$ cat src/logic/ex_config.svh
// execute slice parameters
`ifndef EX_CONFIG_SVH
`define EX_CONFIG_SVH

// datapath width
`define XLEN_W 64

// register file geometry
`define NREG   32
`define REG_AW 5

// micro-op fields
`define IMM_W  16
`define OP_W   4
`define UOP_W  32

`endif
$ cat src/logic/ex_pkg.sv
// execute slice types
`include "ex_config.svh"

package ex_pkg;

  // alu opcodes, codes 10 to 15 fall back to add
  typedef enum logic [`OP_W-1:0] {
    ALU_ADD  = 4'd0,
    ALU_SUB  = 4'd1,
    ALU_AND  = 4'd2,
    ALU_OR   = 4'd3,
    ALU_XOR  = 4'd4,
    ALU_SLL  = 4'd5,
    ALU_SRL  = 4'd6,
    ALU_SRA  = 4'd7,
    ALU_SLT  = 4'd8,
    ALU_SLTU = 4'd9
  } alu_op_e;

  // second source, register index or immediate depending on use_imm
  typedef union packed {
    struct packed {
      logic [`IMM_W-`REG_AW-1:0] unused;
      logic [`REG_AW-1:0]        rs2;
    } r;
    logic signed [`IMM_W-1:0] imm;
  } src2_u;

  // 32-bit micro-op word as seen at the top level
  typedef struct packed {
    alu_op_e            op;
    logic               is_word;
    logic [`REG_AW-1:0] rd;
    logic [`REG_AW-1:0] rs1;
    logic               use_imm;
    src2_u              src2;
  } uop_t;

  // issue to execute
  typedef struct packed {
    alu_op_e             op;
    logic                is_word;
    logic [`REG_AW-1:0]  rd;
    logic [`REG_AW-1:0]  rs1;
    logic                use_rs2;
    logic [`REG_AW-1:0]  rs2;
    logic [`XLEN_W-1:0]  imm64;
  } iss_t;

  // execute to writeback
  typedef struct packed {
    logic [`REG_AW-1:0] rd;
    logic [`XLEN_W-1:0] data;
  } res_t;

endpackage

$ cat src/logic/stage_if.sv
// pipeline link interfaces
`timescale 1ns/1ps
`include "ex_config.svh"

// valid/allowin link between two stages
interface stage_if #(
  parameter type T = logic
);
  logic valid;
  logic allowin;
  T     payload;

  modport sender (
    output valid,
    output payload,
    input  allowin
  );

  modport receiver (
    input  valid,
    input  payload,
    output allowin
  );
endinterface

// register read with bypass, answered combinationally
interface reg_read_if;
  logic [`REG_AW-1:0] rs1_addr;
  logic [`REG_AW-1:0] rs2_addr;
  logic [`XLEN_W-1:0] rs1_data;
  logic [`XLEN_W-1:0] rs2_data;

  modport requester (
    output rs1_addr,
    output rs2_addr,
    input  rs1_data,
    input  rs2_data
  );

  modport responder (
    input  rs1_addr,
    input  rs2_addr,
    output rs1_data,
    output rs2_data
  );
endinterface

$ cat src/logic/ex_pipe_top.sv
// three-stage execute slice
`timescale 1ns/1ps
`include "ex_config.svh"

module ex_pipe_top
  import ex_pkg::*;
(
  input  logic               clk,
  input  logic               rst,

  // micro-op input
  input  logic               in_valid,
  input  logic [`UOP_W-1:0]  in_uop,
  output logic               in_allowin,

  // result output
  input  logic               result_ready,
  output logic               result_valid,
  output logic [`REG_AW-1:0] result_rd,
  output logic [`XLEN_W-1:0] result_data
);

  // stage links
  stage_if #(.T(iss_t)) iss_link ();
  stage_if #(.T(res_t)) res_link ();
  reg_read_if           rd_port ();

  issue_stage u_issue (
    .clk          (clk),
    .rst          (rst),
    .in_valid     (in_valid),
    .in_uop       (in_uop),
    .in_allowin   (in_allowin),
    .iss_link     (iss_link)
  );

  ex_stage u_ex (
    .clk          (clk),
    .rst          (rst),
    .iss_link     (iss_link),
    .res_link     (res_link),
    .rd_port      (rd_port)
  );

  wb_stage u_wb (
    .clk          (clk),
    .rst          (rst),
    .res_link     (res_link),
    .rd_port      (rd_port),
    .result_ready (result_ready),
    .result_valid (result_valid),
    .result_rd    (result_rd),
    .result_data  (result_data)
  );

endmodule

$ cat src/logic/wb_stage.sv
// writeback stage and register file
`timescale 1ns/1ps
`include "ex_config.svh"

module wb_stage
  import ex_pkg::*;
(
  input  logic               clk,
  input  logic               rst,

  // from execute
  stage_if.receiver          res_link,

  // operand reads for execute
  reg_read_if.responder      rd_port,

  // result output
  input  logic               result_ready,
  output logic               result_valid,
  output logic [`REG_AW-1:0] result_rd,
  output logic [`XLEN_W-1:0] result_data
);

  logic wb_valid;
  logic wb_allowin;
  logic wb_commit;
  res_t res_q;

  logic [`XLEN_W-1:0] rf [`NREG];

  // held result leaves when the consumer takes it
  assign wb_allowin       = !wb_valid || result_ready;
  assign res_link.allowin = wb_allowin;
  assign wb_commit        = wb_valid && result_ready;

  always_ff @(posedge clk) begin
    if (rst) begin
      wb_valid <= 1'b0;
    end else if (wb_allowin) begin
      wb_valid <= res_link.valid;
    end
  end

  always_ff @(posedge clk) begin
    if (res_link.valid && wb_allowin) begin
      res_q <= res_link.payload;
    end
  end

  // x0 stays zero
  always_ff @(posedge clk) begin
    if (rst) begin
      for (int i = 0; i < `NREG; i++) begin
        rf[i] <= '0;
      end
    end else if (wb_commit && res_q.rd != '0) begin
      rf[res_q.rd] <= res_q.data;
    end
  end

  // x0, then the held result, then the file
  function automatic logic [`XLEN_W-1:0] read_reg(input logic [`REG_AW-1:0] addr);
    logic [`XLEN_W-1:0] val;
    if (addr == '0) begin
      val = '0;
    end else if (wb_valid && res_q.rd == addr) begin
      val = res_q.data;
    end else begin
      val = rf[addr];
    end
    return val;
  endfunction

  always_comb begin
    rd_port.rs1_data = read_reg(rd_port.rs1_addr);
    rd_port.rs2_data = read_reg(rd_port.rs2_addr);
  end

  assign result_valid = wb_valid;
  assign result_rd    = res_q.rd;
  assign result_data  = res_q.data;

endmodule

$ cat src/logic/ex_stage.sv
// integer execute stage
`timescale 1ns/1ps
`include "ex_config.svh"

module ex_stage
  import ex_pkg::*;
(
  input  logic          clk,
  input  logic          rst,

  // from issue
  stage_if.receiver     iss_link,

  // to writeback
  stage_if.sender       res_link,

  // operand read, bypass included
  reg_read_if.requester rd_port
);

  logic ex_valid;
  logic ex_allowin;
  iss_t iss_q;

  // operands
  logic [`XLEN_W-1:0] op1;
  logic [`XLEN_W-1:0] op2;
  logic [`XLEN_W-1:0] op1_sext;
  logic [`XLEN_W-1:0] op2_sext;
  logic [`XLEN_W-1:0] op1_zext;
  logic [`XLEN_W-1:0] op2_zext;

  // alu internals
  logic [5:0]         shamt;
  logic [`XLEN_W-1:0] srl_src;
  logic [`XLEN_W-1:0] sra_src;
  logic               slt_res;
  logic               sltu_res;
  logic [`XLEN_W-1:0] alu_raw;
  logic [`XLEN_W-1:0] alu_out;
  res_t               res_bus;

  // result always ready, leaves as soon as writeback has room
  assign ex_allowin       = !ex_valid || res_link.allowin;
  assign iss_link.allowin = ex_allowin;

  always_ff @(posedge clk) begin
    if (rst) begin
      ex_valid <= 1'b0;
    end else if (ex_allowin) begin
      ex_valid <= iss_link.valid;
    end
  end

  always_ff @(posedge clk) begin
    if (iss_link.valid && ex_allowin) begin
      iss_q <= iss_link.payload;
    end
  end

  assign rd_port.rs1_addr = iss_q.rs1;
  assign rd_port.rs2_addr = iss_q.rs2;

  assign op1 = rd_port.rs1_data;
  assign op2 = iss_q.use_rs2 ? rd_port.rs2_data : iss_q.imm64;

  // low words widened for the word forms
  assign op1_sext = {{32{op1[31]}}, op1[31:0]};
  assign op2_sext = {{32{op2[31]}}, op2[31:0]};
  assign op1_zext = {32'd0, op1[31:0]};
  assign op2_zext = {32'd0, op2[31:0]};

  // word shifts use 5 bits of shift amount
  assign shamt   = iss_q.is_word ? {1'b0, op2[4:0]} : op2[5:0];
  assign srl_src = iss_q.is_word ? op1_zext : op1;
  assign sra_src = iss_q.is_word ? op1_sext : op1;

  assign slt_res  = iss_q.is_word ? ($signed(op1_sext) < $signed(op2_sext))
                                  : ($signed(op1) < $signed(op2));
  assign sltu_res = iss_q.is_word ? (op1_zext < op2_zext) : (op1 < op2);

  always_comb begin
    case (iss_q.op)
      ALU_SUB:  alu_raw = op1 - op2;
      ALU_AND:  alu_raw = op1 & op2;
      ALU_OR:   alu_raw = op1 | op2;
      ALU_XOR:  alu_raw = op1 ^ op2;
      ALU_SLL:  alu_raw = op1 << shamt;
      ALU_SRL:  alu_raw = srl_src >> shamt;
      ALU_SRA:  alu_raw = $signed(sra_src) >>> shamt;
      ALU_SLT:  alu_raw = {{(`XLEN_W-1){1'b0}}, slt_res};
      ALU_SLTU: alu_raw = {{(`XLEN_W-1){1'b0}}, sltu_res};
      // add and the spare codes
      default:  alu_raw = op1 + op2;
    endcase
  end

  // word results take the sign of bit 31
  assign alu_out = iss_q.is_word ? {{32{alu_raw[31]}}, alu_raw[31:0]} : alu_raw;

  assign res_bus.rd   = iss_q.rd;
  assign res_bus.data = alu_out;

  assign res_link.valid   = ex_valid;
  assign res_link.payload = res_bus;

endmodule

$ cat src/logic/issue_stage.sv
// micro-op issue stage
`timescale 1ns/1ps
`include "ex_config.svh"

module issue_stage
  import ex_pkg::*;
(
  input  logic     clk,
  input  logic     rst,

  // micro-op input
  input  logic     in_valid,
  input  uop_t     in_uop,
  output logic     in_allowin,

  // to execute
  stage_if.sender  iss_link
);

  logic is_valid;
  uop_t uop_q;

  // decoded second source
  logic               use_imm;
  logic [`REG_AW-1:0] src2_reg;
  logic [`XLEN_W-1:0] src2_imm;
  iss_t               iss_bus;

  // always ready to go, so space opens whenever execute takes the op
  assign in_allowin = !is_valid || iss_link.allowin;

  always_ff @(posedge clk) begin
    if (rst) begin
      is_valid <= 1'b0;
    end else if (in_allowin) begin
      is_valid <= in_valid;
    end
  end

  always_ff @(posedge clk) begin
    if (in_valid && in_allowin) begin
      uop_q <= in_uop;
    end
  end

  // one 16-bit field, two readings
  assign use_imm  = uop_q.use_imm;
  assign src2_reg = uop_q.src2.r.rs2;
  assign src2_imm = {{(`XLEN_W-`IMM_W){uop_q.src2.imm[`IMM_W-1]}}, uop_q.src2.imm};

  always_comb begin
    iss_bus.op      = uop_q.op;
    iss_bus.is_word = uop_q.is_word;
    iss_bus.rd      = uop_q.rd;
    iss_bus.rs1     = uop_q.rs1;
    iss_bus.use_rs2 = !use_imm;
    // unused view is zeroed so the read port sees x0
    if (use_imm) begin
      iss_bus.rs2   = '0;
      iss_bus.imm64 = src2_imm;
    end else begin
      iss_bus.rs2   = src2_reg;
      iss_bus.imm64 = '0;
    end
  end

  assign iss_link.valid   = is_valid;
  assign iss_link.payload = iss_bus;

endmodule

$ cat config.mk
export PLATFORM = sky130hd
export DESIGN_NAME = ex_pipe_top
export DESIGN_NICKNAME = d
export VERILOG_FILES = /design/src/logic/ex_pkg.sv /design/src/logic/stage_if.sv /design/src/logic/ex_pipe_top.sv /design/src/logic/wb_stage.sv /design/src/logic/ex_stage.sv /design/src/logic/issue_stage.sv
export VERILOG_INCLUDE_DIRS = /design/src /design/src/logic
export SDC_FILE = /design/constraint.sdc
export NUM_CORES = 2
export LEC_CHECK = 0
export ABC_AREA = 0
export BUFFER_PORTS_ARGS = -buffer_cell sky130_fd_sc_hd__buf_2
export CORE_MARGIN = 4
export CORE_UTILIZATION = 30
export CTS_CLUSTER_SIZE = 25
export DETAILED_ROUTE_END_ITERATION = 12
export PLACE_DENSITY_LB_ADDON = 0.3
export SLEW_MARGIN = 5
export SYNTH_ARGS = -nofsm -noshare
export SYNTH_HDL_FRONTEND = slang
export SYNTH_SLANG_ARGS = --single-unit
$ cat constraint.sdc
create_clock -name clk -period 10.4 [get_ports clk]
set_input_delay 1.04 -clock clk [delete_from_list [all_inputs] [get_ports clk]]
set_output_delay 1.04 -clock clk [all_outputs]
set_load 0.02 [all_outputs]
After elaboration in Yosys (flattened, before gate mapping)
Memories as Yosys holds them, arrays and structs flattened. A register that Yosys moved wholly into a read port is not among the register bits.
Cells that the tools add are included.
{"block": "totals", "ff_bits": 141, "ram_bits": 2048, "input_bits": 36, "output_inout_bits": 71, "word_cells": 83, "n_memories": 1}
{"name": "u_wb.rf", "depth": 32, "width": 64, "rd": 2, "rd_ports_with_merged_regs": 2, "wr": 32, "line_no": "wb_stage.sv:29", "text": "logic [`XLEN_W-1:0] rf [`NREG];"}
{"block": "op_classes", "addsub": 2, "magnitude_cmp": 4, "eq_ne": 11, "n_shift": 3, "mux": 23, "n_bitwise": 3, "reduce_logical": 18}
{"op": "$mux W64", "n": 9}
{"op": "$pmux W64 S9", "n": 1}
{"op": "$lt A64 B64 Y1", "n": 2}
{"op": "$add A64 B64 Y64", "n": 1}
{"op": "$and A64 B64 Y64", "n": 1}
{"op": "$lt A32 B32 Y1", "n": 2}
{"op": "$or A64 B64 Y64", "n": 1}
{"op": "$reduce_or A64 Y1", "n": 1}
{"op": "$shl A64 B6 Y64", "n": 1}
{"op": "$shr A64 B6 Y64", "n": 1}
{"op": "$sshr A64 B6 Y64", "n": 1}
{"op": "$sub A64 B64 Y64", "n": 1}
{"op": "$xor A64 B64 Y64", "n": 1}
{"op": "$mux W5", "n": 4}
{"op": "$eq A4 B3 Y1 const B", "n": 4}
{"op": "$eq A5 B5 Y1", "n": 2}
{"op": "$logic_not A5 Y1", "n": 2}
{"op": "$eq A4 B2 Y1 const B", "n": 2}
{"op": "$eq A4 B4 Y1 const B", "n": 2}
{"op": "$mux W1", "n": 8}
{"op": "$logic_and A1 B1 Y1", "n": 7}
{"op": "$mux W6", "n": 1}
{"op": "$reduce_bool A5 Y1", "n": 1}
{"op": "$eq A4 B1 Y1 const B", "n": 1}
{"op": "2 further kinds", "n": 7}

Logic depth before layout (Yosys ltp)
{"block": "logic_depth", "depth_word": 9, "ltp_mapped": 30, "ltp_nobuf": 22}

Hierarchy
A second synthesis with hierarchy kept.
{"block": "hier_totals", "cells_unflattened": 11093, "hier_area_um2": 138661.7}
{"module": "wb_stage", "n_inst": 1, "cells_per_inst": 7468, "area_per_inst_um2": 112091.3, "seq_area_each_um2": 63591.0}
{"module": "ex_stage", "n_inst": 1, "cells_per_inst": 3516, "area_per_inst_um2": 25050.3, "seq_area_each_um2": 2572.5}
{"module": "issue_stage", "n_inst": 1, "cells_per_inst": 109, "area_per_inst_um2": 1520.2, "seq_area_each_um2": 980.9}

Least setup slack after synthesis
Ideal clock, no wire load.
{"block": "synth_timing", "path_type": "reg-to-reg", "start": "register (tool-made name)", "end": "register u_wb.res_q (netlist bit u_wb.result_data[60]), data pin", "setup_ns": 0.256, "t_arrival_ns": 6.650, "required_ns": 10.144, "setup_slack_ns": 3.494, "path_stages_with_launch": 27, "n_path_buf": 7, "synth_period_minus_slack_ns": 6.906, "path_cell_list": "dfxtp_1 buf_6 buf_6 buf_6 buf_6 clkbuf_1 buf_1 mux4_2 mux4_2 nand2_1 a21oi_1 a21oi_1 o21ai_0 ha_1 clkbuf_1 or4_1 o311ai_0 nor2_1 nor4_1 a21oi_1 o21ai_1 a21oi_1 a221oi_2 a21bo_2 xnor2_1 a221o_1 a41o_1"}
{"element": "end signal: assignment", "line_no": "wb_stage.sv:46", "text": "res_q <= res_link.payload;"}
{"element": "end: declaration", "line_no": "wb_stage.sv:27", "text": "res_t res_q;"}

==> out/qor.txt <==
Setup Skew: 94.4 ps
CP endpoint kind: flop
commonest non-fill, non-tap cell in the layout: edfxtp_1
total die area: 461000 um^2
CTS tree: done
kind of critical path: flop to flop
worst-skew pair later-pin latency: 970 ps
async set-reset flop share out of synthesis: 0%
DRT iter0 DRCs: 19400
largest net degree at the start of global routing: 98
Cell Area, Synth: 135000 um^2
WP data required: 11000 ps
R2R setup slack: 1290 ps
Finished Core Util: 33.8%
P&R area growth vs syn: 12.2%
sequential share of the synthesized area: 48.8%
total power: 0.0276 W
setup tns final: 0 ps
Final ANT Viol Nets: 0
clock root buffer: clkbuf_16
Post-synth EDFFs: 2186
first-pass GRT wire length: 912 mm
Critical Path AT: 9710 ps
Post-route DRC: 0
PortBufs: 106
Layout Nets: 10700
min cycle time layout: 9110 ps
R2R cell count: 21
Avg Cell Area, Syn: 12.7 um^2
I/O pins: 107
status: finished, violations left
#FFs+latches synth: 2199
Max Clock Freq: 110 MHz
drt pass-1 iters: 7
GRT Residual Overflow: 0
Max-Cap Viols: 1
total vias in the final route: 106000
Avg WL per Cell: 40.9 um
most frequent cells in the layout: 2186 x edfxtp_1, 1773 x and2_1, 1057 x mux4_2, 467 x buf_4, 458 x nor2_1
Die W: 679 um
Post-Syn Instances: 10600
VDD IR max: 124 uV
Main synth FF type: edfxtp_1
Syn. warnings: 0
Inst Count DP: 16200
DRT Wirelength: 682 mm
HPWL Detailed: 448 mm
Clock Path Buffers: 4
PwrDens: 182 nW/um^2
period utilization: 87.6%
Worst Hold Class: primary input to flop
hold buffers post-CTS: 0
Worst setup SP type: flop
failing checks: max-capacitance violations, max-slew violations
placer congestion estimate: 1.04
Post-CTS Resized: 0
initial antenna violation count: 105
Initial Utilization: 30.1%
unrepaired setup endpoints after global routing: false
hold path start: in_uop[3]
WHS Path Cells: 1
number of global-route vias before repair: 101000
crit path max fanout: 29
final instance area: 152000 um^2
area occupied by registers: 65900 um^2
Rel. slew slack: -8.27%
final hold vios: 0
placed cell area: 143000 um^2
count of different cell masters after synthesis: 120
worst-margin pin slew: 1620 ps
fillcell total: 43900
Tot GR Track Use: 28.6%
postcts setup bufs: 0
Num Clock Sinks: 2199
Worst R2R End: u_wb.result_data[62]$_DFFE_PP_
drt via density: 6.37
core box area: 449000 um^2
clock buffer count from CTS: 263
Reg clk slew, reported paths: 60 ps
share of layout cells above drive strength 1: 21.6%
Non-Filler Instances: 16700
Worst Hold End: u_issue.src2_imm[3]$_DFFE_PP_
leakage: 53.4 nW
# setup viols final: 0
cell row count: 246
final number of max-transition violations: 4
area of the multi-input gates: 64400 um^2
# H-tree levels: 5
DIE HEIGHT: 679 um
-- synth_stat cells (all sizes together), types with 58 or more instances --
cell	instances	area [um^2]
mux2i	445	4520
mux2	63	717
a211oi	59	453
a31oi	58	363
ha	193	2410
o211ai	61	458
and2	1774	11100
a221oi	74	654
o21ai	344	1740
o22ai	193	1210
edfxtp	2186	65600
xnor2	61	534
a22oi	106	796
nand3	85	425
nor3	362	1820
nand2	411	1550
buf	327	2110
nor2	507	1920
o221ai	71	622
clkbuf	752	2820
inv	220	826
mux4	1066	24000
a21oi	455	2290
-- where the power goes --
part	total [W]	switching [W]	internal (W)
Sequential	0.0104	0.000257	0.0101
Combinational	0.00806	0.00556	0.00251
Clock	0.00913	0.00405	0.00508
-- logic make-up after synthesis --
kind of cell	synth area share [%]
fa+ha+maj	1.82
buf+inv	4.28
xor+xnor	0.415
flops	48.8
simple gates	13.8
compound gates	9.33
other cells	0.00277
mux	21.7
-- worst max-delay path by stage --
| stage | from | to | slack (ps) | depth (start not counted) |
|---|---|---|---|---|
| 2_1_floorplan | flop | u_wb.result_data[60]$_DFFE_PP_ | 3490 | 26 |
| 3_3_place_gp | flop | u_wb.result_data[63]$_DFFE_PP_ | 1400 | 21 |
| 3_5_place_dp | flop | u_wb.result_data[63]$_DFFE_PP_ | 1570 | 21 |
| 4_1_cts | flop | u_wb.result_data[63]$_DFFE_PP_ | 1530 | 21 |
| 5_1_grt | flop | u_wb.result_data[63]$_DFFE_PP_ | 1130 | 21 |
| 6_report | flop | u_wb.result_data[62]$_DFFE_PP_ | 1290 | 21 |
-- worst max-delay path: stages, from the launching register on --
cell	delay, ps
dfxtp_4	900
buf_4	330
buf_4	430
mux4_2	560
a22o_1	260
a221oi_1	1190
nor3_1	110
a221o_1	510
ha_1	500
a21o_1	220
a31o_2	210
a21oi_1	160
o21ai_0	140
o21a_1	290
o21ai_0	880
o21ai_0	390
a21oi_1	520
o21ai_0	280
a211oi_1	330
xnor2_1	100
a22oi_1	210
a21oi_1	130
-- flip-flops by register name, indices dropped and copies added, names as in the netlist, 5 cells and up, named ones only --
name	flops
u_issue.iss_link.payload	15
u_ex.iss_q	22
u_ex.res_link.payload	5
u_ex.rd_port.rs1_addr	5
u_wb.rf	2048
u_wb.result_rd	5
u_issue.src2_imm	16
u_ex.rd_port.rs2_addr	5
u_wb.result_data	64
-- routing by layer --
metal | global-route usage [%] | share of wire, % | vias up
met4 | 16.5 | 6.9 | 28
li1 | - | - | 40600
met1 | 37.1 | 37 | 55200
met2 | 42.9 | 43 | 8557
met5 | 0 | 0.032 | -
met3 | 7.84 | 13 | 1900
-- area by class of cell --
| class | instances | area share (%) |
|---|---|---|
| Inverter | 227 | 0.571 |
| Antenna cell | 59 | 0.0974 |
| Multi-Input combinational cell | 7182 | 42.5 |
| Timing Repair Buffer | 608 | 3.13 |
| Tap cell | 5952 | 4.91 |
| Clock inverter | 110 | 0.636 |
| Sequential cell | 2199 | 43.5 |
| Clock buffer | 350 | 4.72 |
-- per-stage QoR --
stage | hold slack [ps] | worst slack (ps)
4_1_cts | 182 | 1530
3_5_place_dp | 405 | 1570
3_3_place_gp | 401 | 1400
5_1_grt | 228 | 1130
2_1_floorplan | 400 | 3490
6_report | 248 | 1290
Power figures use the tool's default switching activity.
